### src/logic/calc_pkg.sv
package calc_pkg;

    //////////////////////////////////////////////////////////////////////
    // widths
    //////////////////////////////////////////////////////////////////////

    localparam int DIGIT_W  = 4;
    localparam int VALUE_W  = 16;
    localparam int CURSOR_W = 2;

    // clk cycles between two sampling ticks, kept short for simulation
    localparam int TICK_DIV   = 16;
    localparam int TICK_CNT_W = $clog2(TICK_DIV);

    //////////////////////////////////////////////////////////////////////
    // types
    //////////////////////////////////////////////////////////////////////

    typedef logic [DIGIT_W-1:0]         bcd_digit_t;
    // operand, -999 to 999
    typedef logic signed [VALUE_W-1:0]  value_t;
    // sum of two operands, -1998 to 1998
    typedef logic signed [VALUE_W-1:0]  sum_t;
    typedef logic [CURSOR_W-1:0]        cursor_t;
    typedef logic [TICK_CNT_W-1:0]      tick_cnt_t;

    // largest value a decimal digit can hold
    localparam bcd_digit_t DIGIT_MAX = bcd_digit_t'(9);

    // cursor positions
    localparam cursor_t CUR_ONES     = cursor_t'(0);
    localparam cursor_t CUR_TENS     = cursor_t'(1);
    localparam cursor_t CUR_HUNDREDS = cursor_t'(2);
    localparam cursor_t CUR_SIGN     = cursor_t'(3);

    // raw buttons and press pulses share this layout
    typedef struct packed {
        logic c;
        logic u;
        logic l;
        logic r;
        logic d;
    } button_set_t;

    // write into one operand slot, 0 is A and 1 is B
    typedef struct packed {
        logic   slot;
        value_t value;
    } operand_write_t;

endpackage

### src/logic/button_conditioner.sv
`timescale 1ns/10ps

module button_conditioner (
    input  logic                  clk,
    input  logic                  reset,
    input  calc_pkg::button_set_t buttons,
    output calc_pkg::button_set_t presses
);

    import calc_pkg::*;

    tick_cnt_t   tick_cnt;
    logic        tick;
    logic        tick_d;
    button_set_t samp1;
    button_set_t samp2;

    //////////////////////////////////////////////////////////////////////
    // sampling tick
    //////////////////////////////////////////////////////////////////////

    // tick is registered, so the first one lands TICK_DIV cycles after reset
    always_ff @(posedge clk or posedge reset) begin
        if (reset) begin
            tick_cnt <= '0;
            tick     <= 1'b0;
        end else begin
            tick <= (tick_cnt == tick_cnt_t'(TICK_DIV - 1));
            if (tick_cnt == tick_cnt_t'(TICK_DIV - 1)) begin
                tick_cnt <= '0;
            end else begin
                tick_cnt <= tick_cnt + 1'b1;
            end
        end
    end

    //////////////////////////////////////////////////////////////////////
    // two-stage sampling
    //////////////////////////////////////////////////////////////////////

    always_ff @(posedge clk or posedge reset) begin
        if (reset) begin
            samp1  <= '0;
            samp2  <= '0;
            tick_d <= 1'b0;
        end else begin
            // marks the cycle right after a shift
            tick_d <= tick;
            if (tick) begin
                samp1 <= buttons;
                samp2 <= samp1;
            end
        end
    end

    // rising edge between the two stages, seen for one cycle only
    always_comb begin
        if (tick_d) begin
            presses = button_set_t'(samp1 & ~samp2);
        end else begin
            presses = '0;
        end
    end

endmodule

### src/logic/digit_entry.sv
`timescale 1ns/10ps

module digit_entry (
    input  logic                     clk,
    input  logic                     reset,
    input  calc_pkg::button_set_t    presses,
    output calc_pkg::bcd_digit_t     ones,
    output calc_pkg::bcd_digit_t     tens,
    output calc_pkg::bcd_digit_t     hundreds,
    output logic                     sign,
    output calc_pkg::cursor_t        cursor,
    output logic                     slot,
    output logic                     wr,
    output calc_pkg::operand_write_t wr_data
);

    import calc_pkg::*;

    value_t magnitude;
    value_t entered;

    // one step up or down, held at the ends of the decimal range
    function automatic bcd_digit_t step_digit(input bcd_digit_t digit, input logic up);
        bcd_digit_t result;
        result = digit;
        if (up) begin
            if (digit != DIGIT_MAX) begin
                result = digit + 1'b1;
            end
        end else begin
            if (digit != '0) begin
                result = digit - 1'b1;
            end
        end
        return result;
    endfunction

    //////////////////////////////////////////////////////////////////////
    // bcd to binary
    //////////////////////////////////////////////////////////////////////

    always_comb begin
        magnitude = value_t'(hundreds) * 16'd100
                  + value_t'(tens) * 16'd10
                  + value_t'(ones);
        // no negative zero
        if (sign && (magnitude != '0)) begin
            entered = -magnitude;
        end else begin
            entered = magnitude;
        end
    end

    //////////////////////////////////////////////////////////////////////
    // entry state
    //////////////////////////////////////////////////////////////////////

    // one press is served per cycle, c first, then l, r, u, d
    always_ff @(posedge clk or posedge reset) begin
        if (reset) begin
            ones     <= '0;
            tens     <= '0;
            hundreds <= '0;
            sign     <= 1'b0;
            cursor   <= CUR_ONES;
            slot     <= 1'b0;
            wr       <= 1'b0;
            wr_data  <= '0;
        end else begin
            wr <= 1'b0;
            if (presses.c) begin
                // commit into the current slot, then start a fresh number
                wr            <= 1'b1;
                wr_data.slot  <= slot;
                wr_data.value <= entered;
                ones          <= '0;
                tens          <= '0;
                hundreds      <= '0;
                sign          <= 1'b0;
                cursor        <= CUR_ONES;
                slot          <= ~slot;
            end else if (presses.l) begin
                // wraps from sign back to ones
                cursor <= cursor + cursor_t'(1);
            end else if (presses.r) begin
                cursor <= cursor - cursor_t'(1);
            end else if (presses.u || presses.d) begin
                case (cursor)
                    CUR_ONES: begin
                        ones <= step_digit(ones, presses.u);
                    end
                    CUR_TENS: begin
                        tens <= step_digit(tens, presses.u);
                    end
                    CUR_HUNDREDS: begin
                        hundreds <= step_digit(hundreds, presses.u);
                    end
                    CUR_SIGN: begin
                        // up and down both flip the sign here
                        sign <= ~sign;
                    end
                endcase
            end
        end
    end

endmodule

### src/logic/operand_adder.sv
`timescale 1ns/10ps

module operand_adder (
    input  logic                     clk,
    input  logic                     reset,
    input  logic                     wr,
    input  calc_pkg::operand_write_t wr_data,
    output calc_pkg::sum_t           sum,
    output logic                     sum_valid
);

    import calc_pkg::*;

    value_t operand_a;
    value_t operand_b;
    logic   a_written;
    logic   b_written;

    //////////////////////////////////////////////////////////////////////
    // operand slots
    //////////////////////////////////////////////////////////////////////

    always_ff @(posedge clk or posedge reset) begin
        if (reset) begin
            operand_a <= '0;
            operand_b <= '0;
            a_written <= 1'b0;
            b_written <= 1'b0;
        end else if (wr) begin
            if (wr_data.slot) begin
                operand_b <= wr_data.value;
                b_written <= 1'b1;
            end else begin
                operand_a <= wr_data.value;
                a_written <= 1'b1;
            end
        end
    end

    //////////////////////////////////////////////////////////////////////
    // sum
    //////////////////////////////////////////////////////////////////////

    // follows the operands one cycle behind
    always_ff @(posedge clk or posedge reset) begin
        if (reset) begin
            sum       <= '0;
            sum_valid <= 1'b0;
        end else begin
            sum       <= operand_a + operand_b;
            // once set, both flags stay set until reset
            sum_valid <= a_written & b_written;
        end
    end

endmodule

### src/logic/calc_entry_top.sv
`timescale 1ns/10ps

module calc_entry_top (
    input  logic                  clk,
    input  logic                  reset,
    input  calc_pkg::button_set_t buttons,
    output calc_pkg::bcd_digit_t  ones,
    output calc_pkg::bcd_digit_t  tens,
    output calc_pkg::bcd_digit_t  hundreds,
    output logic                  sign,
    output calc_pkg::cursor_t     cursor,
    output logic                  slot,
    output calc_pkg::sum_t        sum,
    output logic                  sum_valid
);

    import calc_pkg::*;

    button_set_t    presses;
    logic           wr;
    operand_write_t wr_data;

    // raw buttons to one-cycle press pulses
    button_conditioner cond0 (
        .clk     (clk),
        .reset   (reset),
        .buttons (buttons),
        .presses (presses)
    );

    // digit editing and operand commit
    digit_entry entry0 (
        .clk      (clk),
        .reset    (reset),
        .presses  (presses),
        .ones     (ones),
        .tens     (tens),
        .hundreds (hundreds),
        .sign     (sign),
        .cursor   (cursor),
        .slot     (slot),
        .wr       (wr),
        .wr_data  (wr_data)
    );

    operand_adder adder0 (
        .clk       (clk),
        .reset     (reset),
        .wr        (wr),
        .wr_data   (wr_data),
        .sum       (sum),
        .sum_valid (sum_valid)
    );

endmodule

### config.mk
export PLATFORM = sky130hd
export DESIGN_NAME = calc_entry_top
export DESIGN_NICKNAME = d
export VERILOG_FILES = /design/src/logic/calc_pkg.sv /design/src/logic/button_conditioner.sv /design/src/logic/digit_entry.sv /design/src/logic/operand_adder.sv /design/src/logic/calc_entry_top.sv
export SDC_FILE = /design/constraint.sdc
export NUM_CORES = 1
export LEC_CHECK = 0
export ABC_AREA = 1
export ABC_CLOCK_PERIOD_IN_PS = 6600
export BUFFER_PORTS_ARGS = -buffer_cell sky130_fd_sc_hd__clkbuf_2
export CAP_MARGIN = 25
export CORE_AREA = 5 5 108 110
export CTS_CLUSTER_SIZE = 10
export DETAILED_ROUTE_END_ITERATION = 6
export DIE_AREA = 0 0 113 115
export PLACE_DENSITY_LB_ADDON = 0.08
export SETUP_SLACK_MARGIN = 0.2
export SLEW_MARGIN = 20
export SYNTH_ARGS = -nofsm -noshare
export SYNTH_HDL_FRONTEND = slang
export SYNTH_SLANG_ARGS = --single-unit
export TNS_END_PERCENT = 20
### constraint.sdc
create_clock -name clk -period 6.6 [get_ports clk]
set_input_delay 1.32 -clock clk [delete_from_list [all_inputs] [get_ports clk]]
set_output_delay 1.32 -clock clk [all_outputs]
set_load 0.02 [all_outputs]
==> run_results.csv, run 1 <==
group,metric,value,unit
global_route,wire_length_of_the_first_global_routing_pass,20.99,mm
synth,synth_seq_area_share,0.4097,
critical_path,setup.worst_path.class,"flip-flop to flip-flop",
synth,yosysMostFrequentCell,"nand2_1",
synth,synthesis.instances,747,
timing,fin_tns_setup,0,ps
synth,fraction_of_synthesized_cell_area_taken_by_the_top_area_cell_type,0.4097,
placement,place.detailed.instances,913,
synth,yosys_warnings,0,
synth,yosys.area.top_type,"dfrtp_1",
cts,clock_latency_on_the_worst_skew_pair,380,ps
critical_path,critPathBufInv,1,
critical_path,timing.critical_path.to_type,"flip-flop",
timing,post-route-min-period,3689,ps
cts,cts-buffers-inserted,9,
layout,final-instance-count-excl-fill,930,
timing,max_slew.worst_pin.slew,976.2,ps
synth,postSynth.asyncResetShare,1.000,
timing,timing.final.hold_violations,0,
critical_path,critical_path_peak_fanout,14,
layout,area_delta_synth_final,8.438,%
layout,num_antenna_cells,0,
route,antenna_violating_nets_post_route,0,
critical_path,rrSetupSlack,2910,ps
placement,post-dp-hpwl,9.097,mm
critical_path,critPathArrivalTime,3960,ps
critical_path,crit_path_frequent_cell,"nand2_1",
layout,design.final.nets,853,
cts,postCtsSetupBuffers,0,
worst_hold_path,worst_hold_path.endpoint,"adder0.sum_valid",
worst_hold_path,holdCritPathClass,"flip-flop to flip-flop",
timing,finalSetupViolations,0,
timing,period_share,0.5590,
synth,synthesis.area,6168,um2
cts,cts_repair_resize_count,0,
critical_path,critical_path.max_stage_delay,490,ps
global_route,grt_pass1_vias,4709,
worst_hold_path,holdCritStartpoint,"adder0.b_written",
status,status,"finished clean",
route,drt_first_pass_iters,4,
job,max_cap_violations,0,
cts,numClockSinks,101,
route,post-route-drc-count,0,
synth,post_synth.cell_area_avg,8.258,um2
synth,synth.ff_latch_count,101,
timing,clock.fmax,271.0,MHz
synth,synth_top_flop_cell,"dfrtp_1",
cts,cts_tree,"yes",
power_and_ir_drop,worst_ir_drop_vdd,0.09677,mV
critical_path,critical_path.reg2reg.startpoint,"entry0.tens[3]",
floorplan,rows,38,
power_and_ir_drop,total_leakage_power,3.554,nW
power_and_ir_drop,power_per_cell_area,177.1,nW/um2
critical_path,setup.worst_path.start_class,"flip-flop",
cts,hold_buffers,0,
layout,final.fill_count,917,
global_route,global_route.overflow_total,0,
timing,unrepaired_setup_endpoints_after_global_routing,"false",
synth,synthDistinctLibCells,36,
timing,slew_viol_final,0,
route,wire_per_inst,12.64,um
layout,layout_cells_sized_above_1,0.1278,
global_route,grt_max_degree,75,
route,drt_wl_total,11.75,mm
synth,ys_top_cells_by_area,"dfrtp_1 (41%), nand2_1 (11%), ha_1 (11%), inv_1 (6.3%), o21ai_0 (5.6%)",
cts,clk_pin_slew,110,ps
placement,globalplace.congestion,0.8262,
critical_path,cp_top_family,"simple AND/OR/NAND/NOR gates",
critical_path,cpMaxStageDelayCell,"dfrtp_1",
timing,final.setup_skew,12.83,ps
floorplan,die_area,13000,um2
critical_path,timing.critical_path.required,6870,ps
cts,clk_path_buf_depth,2,
synth,yosys-top-cells-count,"nand2_1 (181), inv_1 (103), dfrtp_1 (101), o21ai_0 (69), ha_1 (53)",
floorplan,die_y,115,um
synth,synth_nets,815,
cts,cts-root-buf,"clkbuf_8",
route,detail_route.vias_per_cell,5.147,
placement,io_buffer_count,39,
timing,slew_headroom,0.3476,
global_route,grt_antenna_before_repair,0,
route,detailedRoute.firstIterationViolations,179,
route,via_count,4787,
worst_hold_path,timing.hold.worst_path_depth,2,
cts,htreeDepth,3,
critical_path,ff2ff_path_depth,22,
critical_path,critical_path_cell_list,"ha_1, ha_1, inv_1, fa_1, xnor2_1, ha_1, a21oi_1, nor2_1, nor2_1, nand2_1, nand2_1, nand2_2, nand2_1, nor2_1, nor2_1, nand2_1, nand2_1, nand2_4, nand2_1, o21ai_2, nand2_1, nand2_1",
critical_path,worst_r2r_dst,"entry0.wr_data[7]",
synth,post_synth_edffs,0,
floorplan,start_util,0.5818,
floorplan,chipWidth,113,um
global_route,global_route.usage.total,0.1958,
floorplan,ioPinCount,40,
floorplan,placeableCoreArea,10600,um2
-- cell usage in the layout, fill, tap and decap left out, drive strengths merged --
cell type	instances
ha	53
o211ai	1
nor3	5
buf	3
nand3	54
clkinvlp	3
dfrtp	101
a21oi	26
o31ai	5
o21bai	3
clkinv	1
xor2	27
fa	8
clkbuf	48
or2	5
nand3b	2
inv	110
a311oi	1
nand4	12
xnor2	8
a211oi	4
nand2	197
mux2	1
o21ai	74
nor2	37
o21a	1
-- cell families (layout without fill, tap and decap cells) --
| logic type | count (synthesis) | in the layout | share of synthesized area |
|---|---|---|---|
| AOI/OAI and AO/OA | 115 | 115 | 0.1030 |
| and+or+nand+nor | 312 | 312 | 0.2254 |
| muxes | 1 | 1 | 0.001825 |
| adders and majority gates | 61 | 61 | 0.1335 |
| xor gates and xnor gates | 35 | 35 | 0.04970 |
| buffers and inverters | 122 | 165 | 0.07687 |
| DFF | 101 | 101 | 0.4097 |
-- stage by stage --
stage          utilization  power, mW  cell area, um2  setup slack [ps]  hold WS (ps)
2_1_floorplan            -     0.7836            6168              2633         351.9
3_3_place_gp        0.6120     0.8177            6489              3068         445.3
3_5_place_dp        0.6120     0.8219            6489              2937         451.7
4_1_cts             0.6290      1.196            6669              2887         477.3
5_1_grt             0.6309      1.250            6689              2585         504.8
6_report            0.6309      1.185            6689              2911         469.4
-- routing by layer --
metal	up-vias	routed length, um	GRT usage
met5	-	0	0
met4	0	180	0.05849
met2	74	5903	0.3440
li1	2481	-	-
met3	18	388	0.03632
met1	2214	5278	0.2475
-- state kept, by name (all words and copies together) (netlist names) --
name / cells
adder0.a_written: 1
entry0.tens: 4
cond0.tick_d: 1
cond0.tick: 1
adder0.sum: 16
cond0.samp1: 5
cond0.samp2: 5
entry0.hundreds: 4
entry0.sign: 1
adder0.b_written: 1
entry0.slot: 1
adder0.operand_a: 16
entry0.cursor: 2
cond0.tick_cnt: 4
entry0.ones: 4
adder0.sum_valid: 1
entry0.wr: 1
adder0.operand_b: 16
entry0.wr_data: 17
-- final cells by class --
cell class / count / area (um2) / share of cell area
multi-input combinational: 524 / 3172 / 0.4742
clock buffer: 9 / 123.9 / 0.01852
sequential: 101 / 2527 / 0.3779
inverter: 107 / 404.1 / 0.06042
timing repair buffer: 42 / 230.2 / 0.03442
clock inverter: 7 / 56.30 / 0.008418
tap: 140 / 175.2 / 0.02619
-- worst min-delay path: stages, from the launching register on --
cell     delay [ps]
dfrtp_1         360
nand2_1          50
inv_1            40
-- power breakdown --
group          leakage, nW  internal, mW  total [mW]  switching (mW)
clock               0.0842         0.142       0.375           0.233
combinational         2.10        0.0613       0.173           0.112
sequential            1.37         0.627       0.637         0.00979
-- worst max-delay path by stage --
stage	end	start	cells after the start	slack, ps
finish	entry0.wr_data[7]	entry0.tens[3]	22	2910
global route	entry0.wr_data[1]	entry0.tens[3]	20	2590
CTS	entry0.wr_data[7]	entry0.hundreds[1]	22	2890
detailed placement	entry0.wr_data[8]	entry0.hundreds[1]	22	2940
global placement	entry0.wr_data[8]	entry0.hundreds[1]	22	3070
floorplan	adder0.a_written	reset	1	2630
Note: power is estimated with default switching activity, not from simulation.
==> inputs of run 2 (changes only) <==
--- a/config.mk
+++ b/config.mk
@@ -6,13 +6,13 @@
 export NUM_CORES = 1
 export LEC_CHECK = 0
 export ABC_AREA = 1
-export ABC_CLOCK_PERIOD_IN_PS = 6600
+export ABC_CLOCK_PERIOD_IN_PS = 3300
 export BUFFER_PORTS_ARGS = -buffer_cell sky130_fd_sc_hd__clkbuf_2
 export CAP_MARGIN = 25
-export CORE_AREA = 5 5 108 110
+export CORE_AREA = 5 5 111 113
 export CTS_CLUSTER_SIZE = 10
 export DETAILED_ROUTE_END_ITERATION = 6
-export DIE_AREA = 0 0 113 115
+export DIE_AREA = 0 0 116 118
 export PLACE_DENSITY_LB_ADDON = 0.08
 export SETUP_SLACK_MARGIN = 0.2
 export SLEW_MARGIN = 20
==> constraint.sdc (replaced) <==
create_clock -name clk -period 3.3 [get_ports clk]
set_input_delay 0.66 -clock clk [delete_from_list [all_inputs] [get_ports clk]]
set_output_delay 0.66 -clock clk [all_outputs]
set_load 0.02 [all_outputs]
==> run 2 against run 1 <==
  * Die area rose by 5.3%
  * Maximum frequency up 14%
  * Count of clock-buffer cells in the layout rose by 1
  * Flip-flop and latch count is the same
  * Hold slack lost 40 ps
  * Clock skew fell by 2.2 ps
  * Power rose by 130%
  * Register-to-register slack got worse by 2800 ps
  * Global-route usage increased by 0.59 points
  * Largest cell class unchanged
  * Clock power rose to 2.8 times the previous value
  * Sequential share of layout area is 3.3 points lower
  * Combinational power rose to 2.5 times the previous value
==> run_results.csv, run 2 (synthesis results as in run 1) <==
group,metric,value,unit
critical_path,critPathArrivalTime,3470,ps
worst_hold_path,holdCritPathClass,"primary input to asynchronous set/reset pin",
timing,post-route-min-period,3234,ps
critical_path,timing.critical_path.required,3540,ps
layout,layout_commonest_cell,"nand2_1",
timing,period_share,0.9799,
critical_path,rrSetupSlack,70,ps
floorplan,chipWidth,116,um
timing,layout_setup_ws,66.28,ps
floorplan,die_area,13690,um2
global_route,wire_length_of_the_first_global_routing_pass,22.34,mm
route,antenna_violating_nets_post_route,0,
route,via_count,5055,
power_and_ir_drop,total_leakage_power,3.799,nW
cts,numClockSinks,101,
critical_path,timing.critical_path.to_type,"flip-flop",
timing,max_slew.worst_pin.slew,952.5,ps
cts,clock_latency_on_the_worst_skew_pair,350,ps
status,status,"finished clean",
critical_path,critical_path.reg2reg.startpoint,"entry0.hundreds[0]",
critical_path,cp-startpoint,"entry0.hundreds[0]",
layout,design.final.nets,885,
floorplan,placeableCoreArea,11220,um2
cts,cts-root-buf,"clkbuf_16",
route,drt_wl_total,13.08,mm
layout,final-instance-count-excl-fill,965,
timing,slew_viol_final,0,
timing,timing.final.hold_violations,0,
placement,place.detailed.instances,939,
power_and_ir_drop,power.total,2.746,mW
floorplan,ioPinCount,40,
placement,globalplace.congestion,0.8939,
floorplan,start_util,0.5496,
route,detailedRoute.firstIterationViolations,271,
global_route,grt_antenna_before_repair,0,
layout,registers.top_by_ff_count,"entry0.wr_data",
route,wire_per_inst,13.56,um
floorplan,rows,39,
route,post-route-drc-count,0,
cts,cts-buffers-inserted,9,
timing,finalSetupViolations,0,
cts,clk_path_buf_depth,2,
global_route,global_route.overflow_total,0,
timing,slew_headroom,0.3634,
timing,unrepaired_setup_endpoints_after_global_routing,"true",
timing,fin_tns_setup,0,ps
layout,largest_register_ffs,17,
route,drt_first_pass_iters,4,
layout,most_used_cells_in_the_layout_excluding_fill_and_tap_cells,"nand2_1 (162), dfrtp_1 (96), inv_1 (94), o21ai_0 (67)",
critical_path,ff2ff_path_depth,22,
placement,post-dp-hpwl,9.774,mm
global_route,grt_pass1_vias,4997,
placement,io_buffer_count,39,
route,detail_route.vias_per_cell,5.238,
cts,htreeDepth,3,
power_and_ir_drop,worst_ir_drop_vdd,0.2913,mV
layout,num_antenna_cells,0,
layout,area_delta_synth_final,18.95,%
cts,hold_buffers,0,
floorplan,die_y,118,um
global_route,grt_max_degree,102,
critical_path,worst_r2r_dst,"entry0.wr_data[5]",
critical_path,setup.worst_path.class,"flip-flop to flip-flop",
layout,final.fill_count,963,
layout,layout_cells_sized_above_1,0.2275,
cts,cts_tree,"yes",
job,max_cap_violations,0,
timing,clock.fmax,309.2,MHz
critical_path,setup.worst_path.start_class,"flip-flop",
placement,placement.setup.worst_slack,-30.60,ps
global_route,global_route.usage.total,0.2017,
power_and_ir_drop,power_per_cell_area,374.2,nW/um2
critical_path,critical_path_peak_fanout,7,
cts,clk_pin_slew,70,ps
timing,final.setup_skew,10.68,ps
==> run 2: critical path, stage by stage (launching register included) <==
cell and delay (ps):
dfrtp_2 440, inv_2 100, ha_4 210, ha_2 190, fa_1 480, ha_4 310
nand2_1 50, inv_1 60, nand3_2 90, nand2_2 100, nand3_1 90, nand2_1 90
nand2_2 80, nand2_2 80, nor2_1 40, nor2_1 160, nand2_2 90, nand2_4 120
nand2_8 100, nand2_2 70, o21ai_2 50, nand2_1 70, nand2_1 50
==> run 2: worst max-delay path by stage <==
stage | endpoint | slack (ps) | cells past startpoint
2_1_floorplan | entry0.wr_data[3] | 80 | 23
3_3_place_gp | entry0.wr_data[8] | 10 | 22
3_5_place_dp | entry0.wr_data[5] | -30 | 22
4_1_cts | entry0.wr_data[1] | 90 | 22
5_1_grt | entry0.wr_data[8] | -140 | 22
6_report | entry0.wr_data[5] | 70 | 22
==> run 2: power breakdown <==
part           total, mW  leakage (nW)  internal, mW  switching [mW]
Clock               1.04         0.142         0.545           0.496
Sequential          1.27          1.37          1.25          0.0159
Combinational      0.434          2.29         0.168           0.266
==> run 2: final cells by class <==
cell class              count  area (um2)  share of cell area
clock buffers              10       239.0             0.03257
clock inverters             6       50.05            0.006821
inverters                 107       407.9             0.05559
multi-input cells         525        3457              0.4712
flip-flops and latches    101        2534              0.3453
well taps                 143       178.9             0.02439
repair buffers             73       470.5             0.06412
==> run 2: per-stage QoR <==
| stage | util | hold slack (ps) | instance area, um2 |
|---|---|---|---|
| floorplan | - | 351.9 | 6299 |
| global route | 0.6537 | 488.5 | 7337 |
| detailed placement | 0.6064 | 450.5 | 6805 |
| finish | 0.6537 | 429.7 | 7337 |
| global placement | 0.6064 | 441.8 | 6805 |
| CTS | 0.6511 | 460.0 | 7307 |
==> run 2: layer usage <==
| layer | wire, um | GRT usage |
|---|---|---|
| met1 | 5308 | 0.2373 |
| met2 | 6828 | 0.3511 |
| met3 | 567 | 0.04370 |
| met4 | 376 | 0.08267 |
| met5 | 0 | 0 |
==> run 2: repair_timing <==
action	4_1_cts	5_1_grt
setup buffers	7	1
setup endpoints to repair	13	13
resized for setup	34	3
pin swaps	35	5
gates cloned	1	0
